**src/include/cluster_defs.svh**
```systemverilog
// bus width, segment count, address width, cluster limit and count width macros
`ifndef CLUSTER_DEFS_SVH
`define CLUSTER_DEFS_SVH

// number of one-bit hit flags latched per event
`define CF_NUM_HITS 64

// number of truncation segments
// the segment count has to divide the hit bus width evenly
`define CF_NUM_SEGS 4

// bits needed to address any single hit on the bus
`define CF_ADR_BITS 6

// clusters forwarded per event before the rest are dropped and flagged as overflow
`define CF_MAX_CLUSTERS 8

// width of the per-event cluster count
// it must be able to hold CF_MAX_CLUSTERS itself
`define CF_CNT_BITS 4

`endif

```
**src/source/cluster_pkg.sv**
```systemverilog
// cluster finder package with segment size, address, count, segment and collector state types
`default_nettype none

`include "cluster_defs.svh"

package cluster_pkg;

  // ------------------------------
  // derived sizes
  // ------------------------------

  // hit flags held by one truncation segment
  localparam int SEG_BITS = `CF_NUM_HITS / `CF_NUM_SEGS;

  // ------------------------------
  // types
  // ------------------------------

  // address of one hit flag on the bus
  typedef logic [`CF_ADR_BITS-1:0] hit_adr_t;

  // number of clusters reported for one event
  typedef logic [`CF_CNT_BITS-1:0] cluster_cnt_t;

  // one segment worth of hit flags
  // the truncator and the encoder both slice the bus into these
  typedef logic [SEG_BITS-1:0] seg_t;

  // collector FSM states
  // idle waits for a strobe, wait_pipe covers the encoder latency,
  // collect forwards addresses and report is the cycle that shows event_done
  typedef enum logic [1:0] {
    idle      = 2'd0,
    wait_pipe = 2'd1,
    collect   = 2'd2,
    report    = 2'd3
  } collect_state_t;

endpackage

`default_nettype wire

```
**src/source/cluster_collector.sv**
```systemverilog
// per-event FSM that forwards, counts and limits clusters and reports the event result
`timescale 1ns/1ps
`default_nettype none

`include "cluster_defs.svh"

module cluster_collector
  import cluster_pkg::*;
(
  input  logic         clock,
  input  logic         rst,
  input  logic         hits_valid,
  input  logic         enc_valid,
  input  hit_adr_t     enc_adr,
  output logic         cluster_valid,
  output hit_adr_t     cluster_adr,
  output logic         event_done,
  output cluster_cnt_t cluster_count,
  output logic         overflow
);

  localparam cluster_cnt_t MAX_CNT = cluster_cnt_t'(`CF_MAX_CLUSTERS);

  collect_state_t state;

  // the strobe delayed by the encoder latency marks the first result of an event
  logic [1:0] strobe_dly;

  // clusters forwarded so far in this event
  cluster_cnt_t count;
  logic         at_limit;

  assign at_limit = (count == MAX_CNT);

  always_ff @(posedge clock) begin
    if (rst) begin
      strobe_dly <= '0;
    end else begin
      strobe_dly <= {strobe_dly[0], hits_valid};
    end
  end

  // ------------------------------
  // event FSM
  // ------------------------------

  always_ff @(posedge clock) begin
    if (rst) begin
      state         <= idle;
      count         <= '0;
      cluster_valid <= 1'b0;
      event_done    <= 1'b0;
      overflow      <= 1'b0;
    end else begin
      // all three output flags are single-cycle strobes
      cluster_valid <= 1'b0;
      event_done    <= 1'b0;
      overflow      <= 1'b0;
      if (hits_valid) begin
        // a new strobe restarts the event from any state
        state <= wait_pipe;
        count <= '0;
      end else begin
        case (state)
          idle: begin
            state <= idle;
          end
          wait_pipe: begin
            // leaves once the first image of the event reaches the encoder output
            if (strobe_dly[1]) begin
              state <= collect;
            end
          end
          collect: begin
            if (enc_valid && !at_limit) begin
              cluster_valid <= 1'b1;
              count         <= count + cluster_cnt_t'(1);
            end else begin
              // an empty image or the limit ends the event here
              // a hit still pending at the limit means clusters were dropped
              event_done <= 1'b1;
              overflow   <= enc_valid;
              state      <= report;
            end
          end
          report: begin
            state <= idle;
          end
          default: begin
            state <= idle;
          end
        endcase
      end
    end
  end

  // ------------------------------
  // payload
  // ------------------------------

  // address and count are only read alongside their strobes
  always_ff @(posedge clock) begin
    cluster_adr   <= enc_adr;
    cluster_count <= count;
  end

endmodule

`default_nettype wire

```
**src/source/cluster_finder_top.sv**
```systemverilog
// top level joining the hit truncator, the lowest-hit encoder and the cluster collector
`timescale 1ns/1ps
`default_nettype none

`include "cluster_defs.svh"

module cluster_finder_top
  import cluster_pkg::*;
(
  input  logic                    clock,
  input  logic                    rst,
  input  logic [`CF_NUM_HITS-1:0] hits,
  input  logic                    hits_valid,
  output logic                    cluster_valid,
  output hit_adr_t                cluster_adr,
  output logic                    event_done,
  output cluster_cnt_t            cluster_count,
  output logic                    overflow
);

  // the truncated image loses its lowest hit every cycle
  logic [`CF_NUM_HITS-1:0] vpfs_image;

  // encoder result for the image two cycles back
  logic     enc_valid;
  hit_adr_t enc_adr;

  // ------------------------------
  // datapath
  // ------------------------------

  // the image equals hits right after the strobe edge
  truncate_clusters u_truncate (
    .clock       (clock),
    .rst         (rst),
    .latch_pulse (hits_valid),
    .vpfs_in     (hits),
    .vpfs_out    (vpfs_image)
  );

  // two cycles of fixed latency from image to address
  lowest_hit_encoder u_encoder (
    .clock     (clock),
    .rst       (rst),
    .vpfs      (vpfs_image),
    .enc_valid (enc_valid),
    .enc_adr   (enc_adr)
  );

  // ------------------------------
  // event control
  // ------------------------------

  // the collector adds one more cycle, so cluster 0 appears three edges after the strobe
  cluster_collector u_collector (
    .clock         (clock),
    .rst           (rst),
    .hits_valid    (hits_valid),
    .enc_valid     (enc_valid),
    .enc_adr       (enc_adr),
    .cluster_valid (cluster_valid),
    .cluster_adr   (cluster_adr),
    .event_done    (event_done),
    .cluster_count (cluster_count),
    .overflow      (overflow)
  );

endmodule

`default_nettype wire

```
**src/source/lowest_hit_encoder.sv**
```systemverilog
// two-stage pipelined priority encoder returning the address of the lowest set hit
`timescale 1ns/1ps
`default_nettype none

`include "cluster_defs.svh"

module lowest_hit_encoder
  import cluster_pkg::*;
(
  input  logic                    clock,
  input  logic                    rst,
  input  logic [`CF_NUM_HITS-1:0] vpfs,
  output logic                    enc_valid,
  output hit_adr_t                enc_adr
);

  // the truncator changes its image every cycle, so one image sits in stage 1
  // while the one before it is being resolved in stage 2
  //
  // an image present after edge j shows up on enc_valid and enc_adr after edge j+2

  localparam int NSEGS    = `CF_NUM_SEGS;
  localparam int OFF_BITS = $clog2(SEG_BITS);

  // ------------------------------
  // stage 1 per-segment search
  // ------------------------------

  seg_t [NSEGS-1:0] segs;

  // offset of the lowest set bit in each segment and whether it has any bit
  logic [NSEGS-1:0][OFF_BITS-1:0] seg_off_d;
  logic [NSEGS-1:0]               seg_any_d;

  // registered stage 1 results
  logic [NSEGS-1:0][OFF_BITS-1:0] seg_off_q;
  logic [NSEGS-1:0]               seg_any_q;

  // stage 2 combinational pick
  logic     sel_valid;
  hit_adr_t sel_adr;

  assign segs = vpfs;

  // scanning from the top down lets the lowest set bit overwrite the others
  // an empty segment gives offset zero, which the any flag masks later
  function automatic logic [OFF_BITS-1:0] lowest_offset(input seg_t word);
    logic [OFF_BITS-1:0] off;
    off = '0;
    for (int i = SEG_BITS - 1; i >= 0; i--) begin
      if (word[i]) begin
        off = OFF_BITS'(i);
      end
    end
    return off;
  endfunction

  always_comb begin
    for (int s = 0; s < NSEGS; s++) begin
      seg_any_d[s] = |segs[s];
      seg_off_d[s] = lowest_offset(segs[s]);
    end
  end

  // the offsets only matter where the any flag is set
  always_ff @(posedge clock) begin
    seg_off_q <= seg_off_d;
  end

  always_ff @(posedge clock) begin
    if (rst) begin
      seg_any_q <= '0;
    end else begin
      seg_any_q <= seg_any_d;
    end
  end

  // ------------------------------
  // stage 2 segment select
  // ------------------------------

  // the lowest flagged segment wins, again by scanning from the top down
  always_comb begin
    sel_valid = 1'b0;
    sel_adr   = '0;
    for (int s = NSEGS - 1; s >= 0; s--) begin
      if (seg_any_q[s]) begin
        sel_valid = 1'b1;
        // segment base plus the offset found inside it
        sel_adr   = hit_adr_t'(s * SEG_BITS) + hit_adr_t'(seg_off_q[s]);
      end
    end
  end

  always_ff @(posedge clock) begin
    if (rst) begin
      enc_valid <= 1'b0;
    end else begin
      enc_valid <= sel_valid;
    end
  end

  // address is payload and is only read together with enc_valid
  always_ff @(posedge clock) begin
    enc_adr <= sel_adr;
  end

endmodule

`default_nettype wire

```
**src/source/truncate_clusters.sv**
```systemverilog
// segmented hit register that loads on a strobe and clears the lowest set bit every cycle
`timescale 1ns/1ps
`default_nettype none

`include "cluster_defs.svh"

module truncate_clusters
  import cluster_pkg::*;
(
  input  logic                    clock,
  input  logic                    rst,
  input  logic                    latch_pulse,
  input  logic [`CF_NUM_HITS-1:0] vpfs_in,
  output logic [`CF_NUM_HITS-1:0] vpfs_out
);

  // the truncation works on the bits alone and never needs to know where the
  // lowest set bit sits, so the encoder can run pipelined beside it
  //
  // for a segment value a, the two's complement -a equals ~a+1 and keeps only
  // the lowest set bit of a together with the zeros below it
  // a & ~(~a+1) is therefore a with that lowest bit cleared
  //
  // each segment does this on its own short carry chain
  // a segment is held unchanged while any lower segment still has a bit,
  // so exactly one bit leaves the whole bus per cycle

  localparam int NSEGS = `CF_NUM_SEGS;

  // ------------------------------
  // segment views
  // ------------------------------

  // the packed segment arrays map directly onto the flat bus
  seg_t [NSEGS-1:0] seg_in;
  seg_t [NSEGS-1:0] seg_q;
  seg_t [NSEGS-1:0] seg_next;

  // a segment is active while it still holds at least one hit
  logic [NSEGS-1:0] seg_active;

  // a segment keeps its bits while some lower segment is active
  logic [NSEGS-1:0] seg_keep;

  assign seg_in = vpfs_in;

  always_comb begin
    for (int s = 0; s < NSEGS; s++) begin
      seg_active[s] = |seg_q[s];
    end
  end

  // the lowest segment never waits on anything
  assign seg_keep[0] = 1'b0;

  // a wide OR over all lower segments keeps this path shallow
  for (genvar s = 1; s < NSEGS; s++) begin : g_keep
    assign seg_keep[s] = |seg_active[s-1:0];
  end

  // ------------------------------
  // truncation
  // ------------------------------

  always_comb begin
    for (int s = 0; s < NSEGS; s++) begin
      // when kept, the OR mask is all ones and the segment passes through
      seg_next[s] = seg_q[s] & ({SEG_BITS{seg_keep[s]}} | ~(~seg_q[s] + seg_t'(1)));
    end
  end

  // a strobe always wins so a new event replaces whatever is left
  always_ff @(posedge clock) begin
    if (rst) begin
      seg_q <= '0;
    end else if (latch_pulse) begin
      seg_q <= seg_in;
    end else begin
      seg_q <= seg_next;
    end
  end

  assign vpfs_out = seg_q;

endmodule

`default_nettype wire

```
**config.mk**
```make
export PLATFORM = sky130hd
export DESIGN_NAME = cluster_finder_top
export DESIGN_NICKNAME = d
export VERILOG_FILES = /design/src/source/cluster_pkg.sv /design/src/source/cluster_collector.sv /design/src/source/cluster_finder_top.sv /design/src/source/lowest_hit_encoder.sv /design/src/source/truncate_clusters.sv
export VERILOG_INCLUDE_DIRS = /design/src /design/src/include
export SDC_FILE = /design/constraint.sdc
export NUM_CORES = 1
export LEC_CHECK = 0
export ABC_AREA = 1
export BUFFER_PORTS_ARGS = -buffer_cell sky130_fd_sc_hd__buf_2
export CORE_MARGIN = 3
export CORE_UTILIZATION = 45
export DETAILED_ROUTE_END_ITERATION = 6
export MAX_ROUTING_LAYER = met4
export PLACE_DENSITY = 0.7
export SLEW_MARGIN = 20
export SYNTH_ARGS = -nofsm -noshare
export SYNTH_HDL_FRONTEND = slang
export SYNTH_SLANG_ARGS = --single-unit
```
**constraint.sdc**
```tcl
create_clock -name clock -period 1.85 [get_ports clock]
set_clock_uncertainty 0.1 [all_clocks]
set_input_delay 0.0925 -clock clock [delete_from_list [all_inputs] [get_ports clock]]
set_output_delay 0.0925 -clock clock [all_outputs]
set_load 0.1 [all_outputs]
```
# After elaboration in Yosys (flattened, before gate mapping)
# Index checks and enable logic that the tools add are counted.
totals:
  register_bits: 112
  out_inout_bits: 13
  elab_cells: 168
op_classes:
  add_sub_neg: 8
  eq_ne: 8
  muxes: 75
  bitwise_logic: 16
  reduce_logical: 28
op_table:
  columns: ["op", "n"]
  rows:
  - ["$mux 4", 33]
  - ["$not 16->16", 8]
  - ["$add 16x1->16 const B", 4]
  - ["$and 16x16->16", 4]
  - ["$mux 64", 1]
  - ["$reduce_or 16->1", 4]
  - ["$mux 3", 16]
  - ["$or 16x16->16", 3]
  - ["$reduce_or 48->1", 1]
  - ["$reduce_or 32->1", 1]
  - ["$reduce_or 8->1", 4]
  - ["$mux 2", 10]
  - ["$reduce_or 4->1", 5]
  - ["$mux 6", 3]
  - ["$reduce_or 2->1", 6]
  - ["$mux 1", 11]
  - ["$add 5x4->6 const A", 1]
  - ["$add 5x5->6 const A", 1]
  - ["$add 6x4->6 const A", 1]
  - ["$pmux 2 s3", 1]
  - ["$reduce_and 2->1", 3]
  - ["$add 4x1->4 const B", 1]
  - ["$eq 2x2->1 const B", 2]
  - ["$eq 4x4->1 const B", 1]
  - ["10 further kinds", 10]

# Longest topological paths before layout
logic_depth:
  ltp_word: 15
  ltp_mapped: 15
  depth_no_buf: 15

# Cells and area by module
# A second synthesis with hierarchy kept.
unflattened:
  cells_unflattened: 793
  area_unflattened_um2: 5318.9
by_module_without_submodules:
  columns: ["module", "instances", "cells_each", "area_per_inst_um2"]
  rows:
  - ["truncate_clusters", 1, 469, 3066.7]
  - ["lowest_hit_encoder", 1, 254, 1531.5]
  - ["cluster_collector", 1, 70, 720.7]

# Worst setup path after synthesis
# Ideal clock, no wire load.
synth_path:
  path_type: "reg2reg"
  startpoint: "reg u_truncate.seg_q, in the netlist u_truncate.vpfs_out[17]"
  endpoint: "reg u_truncate.seg_q, in the netlist u_truncate.vpfs_out[45]"
  setup_time_ns: 0.116
  t_arrival_ns: 1.452
  required_time_ns: 1.634
  slack_ns: 0.182
  stages_incl_launch_ff: 12
  path_buffers: 0
  period_less_slack_ns: 1.668
  cell_sequence: "dfxtp_1 > inv_1 > ha_1 > nand2_2 > nor2_8 > nand3_4 > nor2_4 > nand2_2 > nor2_2 > nand3_2 > nor2_1 > o21ai_1"
synth_between:
  elab_chain_cells: 4
synth_lines:
  columns: ["element", "line_no", "rtl"]
  rows:
  - ["start: declaration", "truncate_clusters.sv:36", "seg_t [NSEGS-1:0] seg_q;"]
  - ["start signal: assignment", "truncate_clusters.sv:77", "seg_q <= seg_in;"]
  - ["start signal: assignment", "truncate_clusters.sv:79", "seg_q <= seg_next;"]
  - ["$reduce_or 32->1", "truncate_clusters.sv:58", "assign seg_keep[s] = |seg_active[s-1:0];"]
  - ["$or 16x16->16", "truncate_clusters.sv:68", "seg_next[s] = seg_q[s] & ({SEG_BITS{seg_keep[s]}} | ~(~seg_q[s] + seg_t'(1)));"]
  - ["$and 16x16->16", "truncate_clusters.sv:68", null]
  - ["$mux 64", "truncate_clusters.sv:76", "end else if (latch_pulse) begin"]
# Every way passes these cells.
# A chain may end at the register's enable or synchronous reset.

# Worst setup path in the final report
layout_path:
  startpoint: "reg u_truncate.seg_q, in the netlist u_truncate.vpfs_out[43]"
  endpoint: "reg u_truncate.seg_q, in the netlist u_truncate.vpfs_out[56]"
layout_between:
  elab_chain_cells: 4
layout_lines:
  columns: ["element", "line_no"]
  rows:
  - ["$reduce_or 48->1", "truncate_clusters.sv:58"]
  - ["$or 16x16->16", "truncate_clusters.sv:68"]
  - ["$and 16x16->16", "truncate_clusters.sv:68"]
  - ["$mux 64", "truncate_clusters.sv:76"]
# Every way passes these cells.

==> flow_metrics.env <==
export IMPL_worstSetupStartpointType="flip-flop"
export IMPL_syn_nets=710
export IMPL_failed_checks="negative hold slack"
export IMPL_clock_sinks=112
export IMPL_yosys_warnings=0
export IMPL_power_frac_seq_pct=49.2
export IMPL_dr_pass1_iters=5
export IMPL_status="finished, violations left"
export IMPL_overflow=0
export IMPL_place_congestion=0.9017
export IMPL_worstPathArrival_ps=1930
export IMPL_cts_path_max_buffers=2
export IMPL_ys_top_cells_by_area="dfxtp_1, nand2_1, inv_1"
export IMPL_coreArea_sq_um=10510
export IMPL_start_util_pct=46.89
export IMPL_combPwrFrac_pct=22.1
export IMPL_synth_distinct_cells=36
export IMPL_final_nets=890
export IMPL_critPathMaxFanout=8
export IMPL_synthArstFlopShare_pct=0
export IMPL_ff2ff_setup_slack_ps=80
export IMPL_syn2layout_area_growth_pct=37.86
export IMPL_synth_edf_count=0
export IMPL_drtAntennaViolNets=0
export IMPL_netlist_area_sq_um=4927
export IMPL_netlist_instances=635
export IMPL_grt_pass1_vias=4577
export IMPL_grt_pass1_wl_um=20150
export IMPL_antenna_found_initial=0
export IMPL_max_slew_margin_rel_pct=57.15
export IMPL_min_from="hits_valid"
export IMPL_yosys_area_top_type="dfxtp_1"
export IMPL_post_dp_hpwl_um=8501
export IMPL_io_buffers=79
export IMPL_routedWlPerCell_um=13.02
export IMPL_r2r_end="u_truncate.vpfs_out[56]"
export IMPL_root_buffer="clkbuf_8"
export IMPL_diodes=0
export IMPL_hold_worst_slack_ps=-4.910
export IMPL_htreeDepth=3
export IMPL_rsz0062_at_grt="true"
export IMPL_vias_per_cell=4.977
export IMPL_dpl_worst_slack_ps=-18.07
export IMPL_insertion_delay_ps=380
export IMPL_holdPathStages=3
export IMPL_power_switching_w=0.001676
export IMPL_period_share_pct=95.45
export IMPL_hold_end="u_collector.strobe_dly[0]"
export IMPL_drv_slew=0
export IMPL_vdd_drop_max_v=0.0005825
export IMPL_final_min_clock_period_ps=1766
export IMPL_row_count=37
export IMPL_track_usage_pct=20.09
export IMPL_die_h_um=110.6
export IMPL_fin_ws_ps=84.15
export IMPL_clkTransAtPathRegs_ps=110
export IMPL_endpoint_kind="flip-flop"
export IMPL_maxCapViolCount=0
export IMPL_postLayoutCoreUtil_pct=64.64
export IMPL_setup_violations_final=0
export IMPL_post_route_drc_count=0
export IMPL_swShare_pct=30.15
export IMPL_ys_flop_type="dfxtp_1"
export IMPL_synth_seq_cells=112
export IMPL_avgSynthCellArea_sq_um=7.759
export IMPL_internal_power_w=0.003882
export IMPL_yosysTopAreaCellShare_pct=45.51
export IMPL_regToRegStartpoint="u_truncate.vpfs_out[43]"
export IMPL_fmax_mhz=566.3
export IMPL_numCtsBuffers=9
export IMPL_die_area_sq_um=12240
export IMPL_p_per_area_nw_per_um2=818.1
export IMPL_grt_start_max_net_pins=49
export IMPL_finalHoldViolCount=1
export IMPL_hold_path_class="input port to flip-flop"
export IMPL_vias=4758
export IMPL_synth_seq_area_share_pct=45.51
export IMPL_critical_path_class="flip-flop to flip-flop"
export IMPL_worstRegToRegCells=9
export IMPL_worstPathRequired_ps=2020
export IMPL_drive_gt1_share_pct=25.98
export IMPL_p_leak_nw=3.082
export IMPL_pin_count=80
export IMPL_routed_wirelength_um=12450
export IMPL_p_clk_share_pct=28.7
export IMPL_tightest_slew_ps=641.2
export IMPL_cts_tree="built"
export IMPL_die_w_um=110.6
export IMPL_drtIter0Drc=199
==> registers in the layout (all words and copies together), names as in the netlist, 2 cells and up <==
name / flops
u_collector.state: 2
u_collector.cluster_count: 4
u_encoder.seg_any_q: 4
u_collector.cluster_adr: 6
u_collector.strobe_dly: 2
u_truncate.vpfs_out: 64
u_collector.count: 4
u_encoder.enc_adr: 6
u_encoder.seg_off_q: 16
==> cell usage after synthesis (4+ instances only) <==
cell        n
nand2_1   152
nor2_4      4
nand3_1    21
nor2_2     12
a32o_1     21
dfxtp_1   112
nand2_2     4
nand4_1     4
a21oi_1    41
o211ai_1   11
o21ai_1     4
a31oi_1     5
ha_1        8
inv_1      88
clkbuf_1    9
o21ai_0    24
o31ai_1    12
o211ai_2    9
nor2_1     55
buf_2       7
nor3_1     11
==> placed cells by master, fill, tap and decap left out, types with 2 or more instances in the layout <==
| cell type | n |
|---|---|
| nor3_1 | 8 |
| clkbuf_8 | 9 |
| nor2_4 | 9 |
| buf_4 | 39 |
| dlygate4sd3_1 | 65 |
| dfxtp_2 | 7 |
| nand2_2 | 4 |
| a21oi_1 | 41 |
| buf_2 | 79 |
| clkinvlp_4 | 2 |
| o31ai_1 | 12 |
| nand2_1 | 151 |
| bufinv_16 | 2 |
| nand3_1 | 20 |
| ha_1 | 6 |
| o21ai_0 | 23 |
| nand2_4 | 4 |
| o211ai_2 | 9 |
| nand3_4 | 2 |
| o21ai_1 | 5 |
| inv_1 | 84 |
| nor2_2 | 22 |
| o211ai_1 | 11 |
| nor2_1 | 40 |
| nand4_1 | 4 |
| buf_12 | 2 |
| nor2_8 | 2 |
| a31oi_1 | 5 |
| inv_2 | 7 |
| nor3_2 | 4 |
| a32o_1 | 21 |
| dfxtp_1 | 105 |
| nor3b_1 | 2 |
==> routing by layer <==
| layer | track usage, % | wire length (um) | vias up |
|---|---|---|---|
| li1 | - | - | 2440 |
| met2 | 34.87 | 6325 | 95 |
| met5 | - | 0 | - |
| met3 | 3.288 | 473 | 19 |
| met1 | 23.91 | 5461 | 2204 |
| met4 | 6.076 | 189 | 0 |
==> worst max-delay path, cell delays in order, from the launching register on <==
cell      delay, ps
dfxtp_1         340
nor2_1          100
inv_1            70
nor2_1          180
nand2_1         120
nor2_4          150
nand4_4         140
buf_12          180
o211ai_1        180
a21oi_1          80
==> final cells by class <==
class | instances | area, sq um
clock buffers | 10 | 127.6
clock inverters | 6 | 92.59
fillers | 869 | 3716
inverters | 93 | 351.6
multi-input cells | 412 | 2369
flip-flops and latches | 112 | 2251
well taps | 136 | 170.2
repair buffers | 187 | 1431
==> stage by stage <==
stage	hold WS, ps	total power, W	TNS, ps	std cells	area, sq um
floorplan	103.0	0.003490	0	635	4927
global placement	189.5	0.003794	0	861	5662
detailed placement	193.3	0.003816	-39.65	861	5662
CTS	76.44	0.005486	0	942	6535
global route	11.13	0.005811	-130.3	956	6793
finish	-4.910	0.005557	0	956	6793
==> worst max path at each step <==
stage	startpoint	endpoint	slack [ps]
final	u_truncate.vpfs_out[43]	u_truncate.vpfs_out[56]	80
after global routing	u_truncate.vpfs_out[41]	u_truncate.vpfs_out[56]	-50
after global placement	u_truncate.vpfs_out[16]	u_truncate.vpfs_out[44]	70
after detailed placement	u_truncate.vpfs_out[17]	u_truncate.vpfs_out[44]	-20
after CTS	u_truncate.vpfs_out[17]	u_truncate.vpfs_out[44]	20
after floorplan	u_truncate.vpfs_out[17]	u_truncate.vpfs_out[45]	180
==> power by group through the flow <==
stage	clock [W]	combinational [W]	sequential, W
floorplan	0	0.000576	0.00291
global placement	0	0.00102	0.00277
detailed placement	0	0.00104	0.00278
CTS	0.00161	0.00115	0.00273
global route	0.00170	0.00135	0.00276
finish	0.00159	0.00123	0.00274
==> what timing repair did <==
item                       in CTS  in global routing
hold endpoints to repair       69                  0
setup endpoints to repair       4                 29
hold buffers                   65                  0
pin swaps                       1                 15
cloned                          0                  1
gates resized for setup         1                 39
setup buffers                   0                 12
==> cells by family after synthesis <==
group | synth area share, %
AND/OR/NAND/NOR | 25.77
AO/OA/AOI/OAI | 17.85
flip-flops | 45.51
buffers and inverters | 8.837
adder cells (fa/ha/maj) | 2.032
Note: power is estimated with default switching activity, not from simulation.
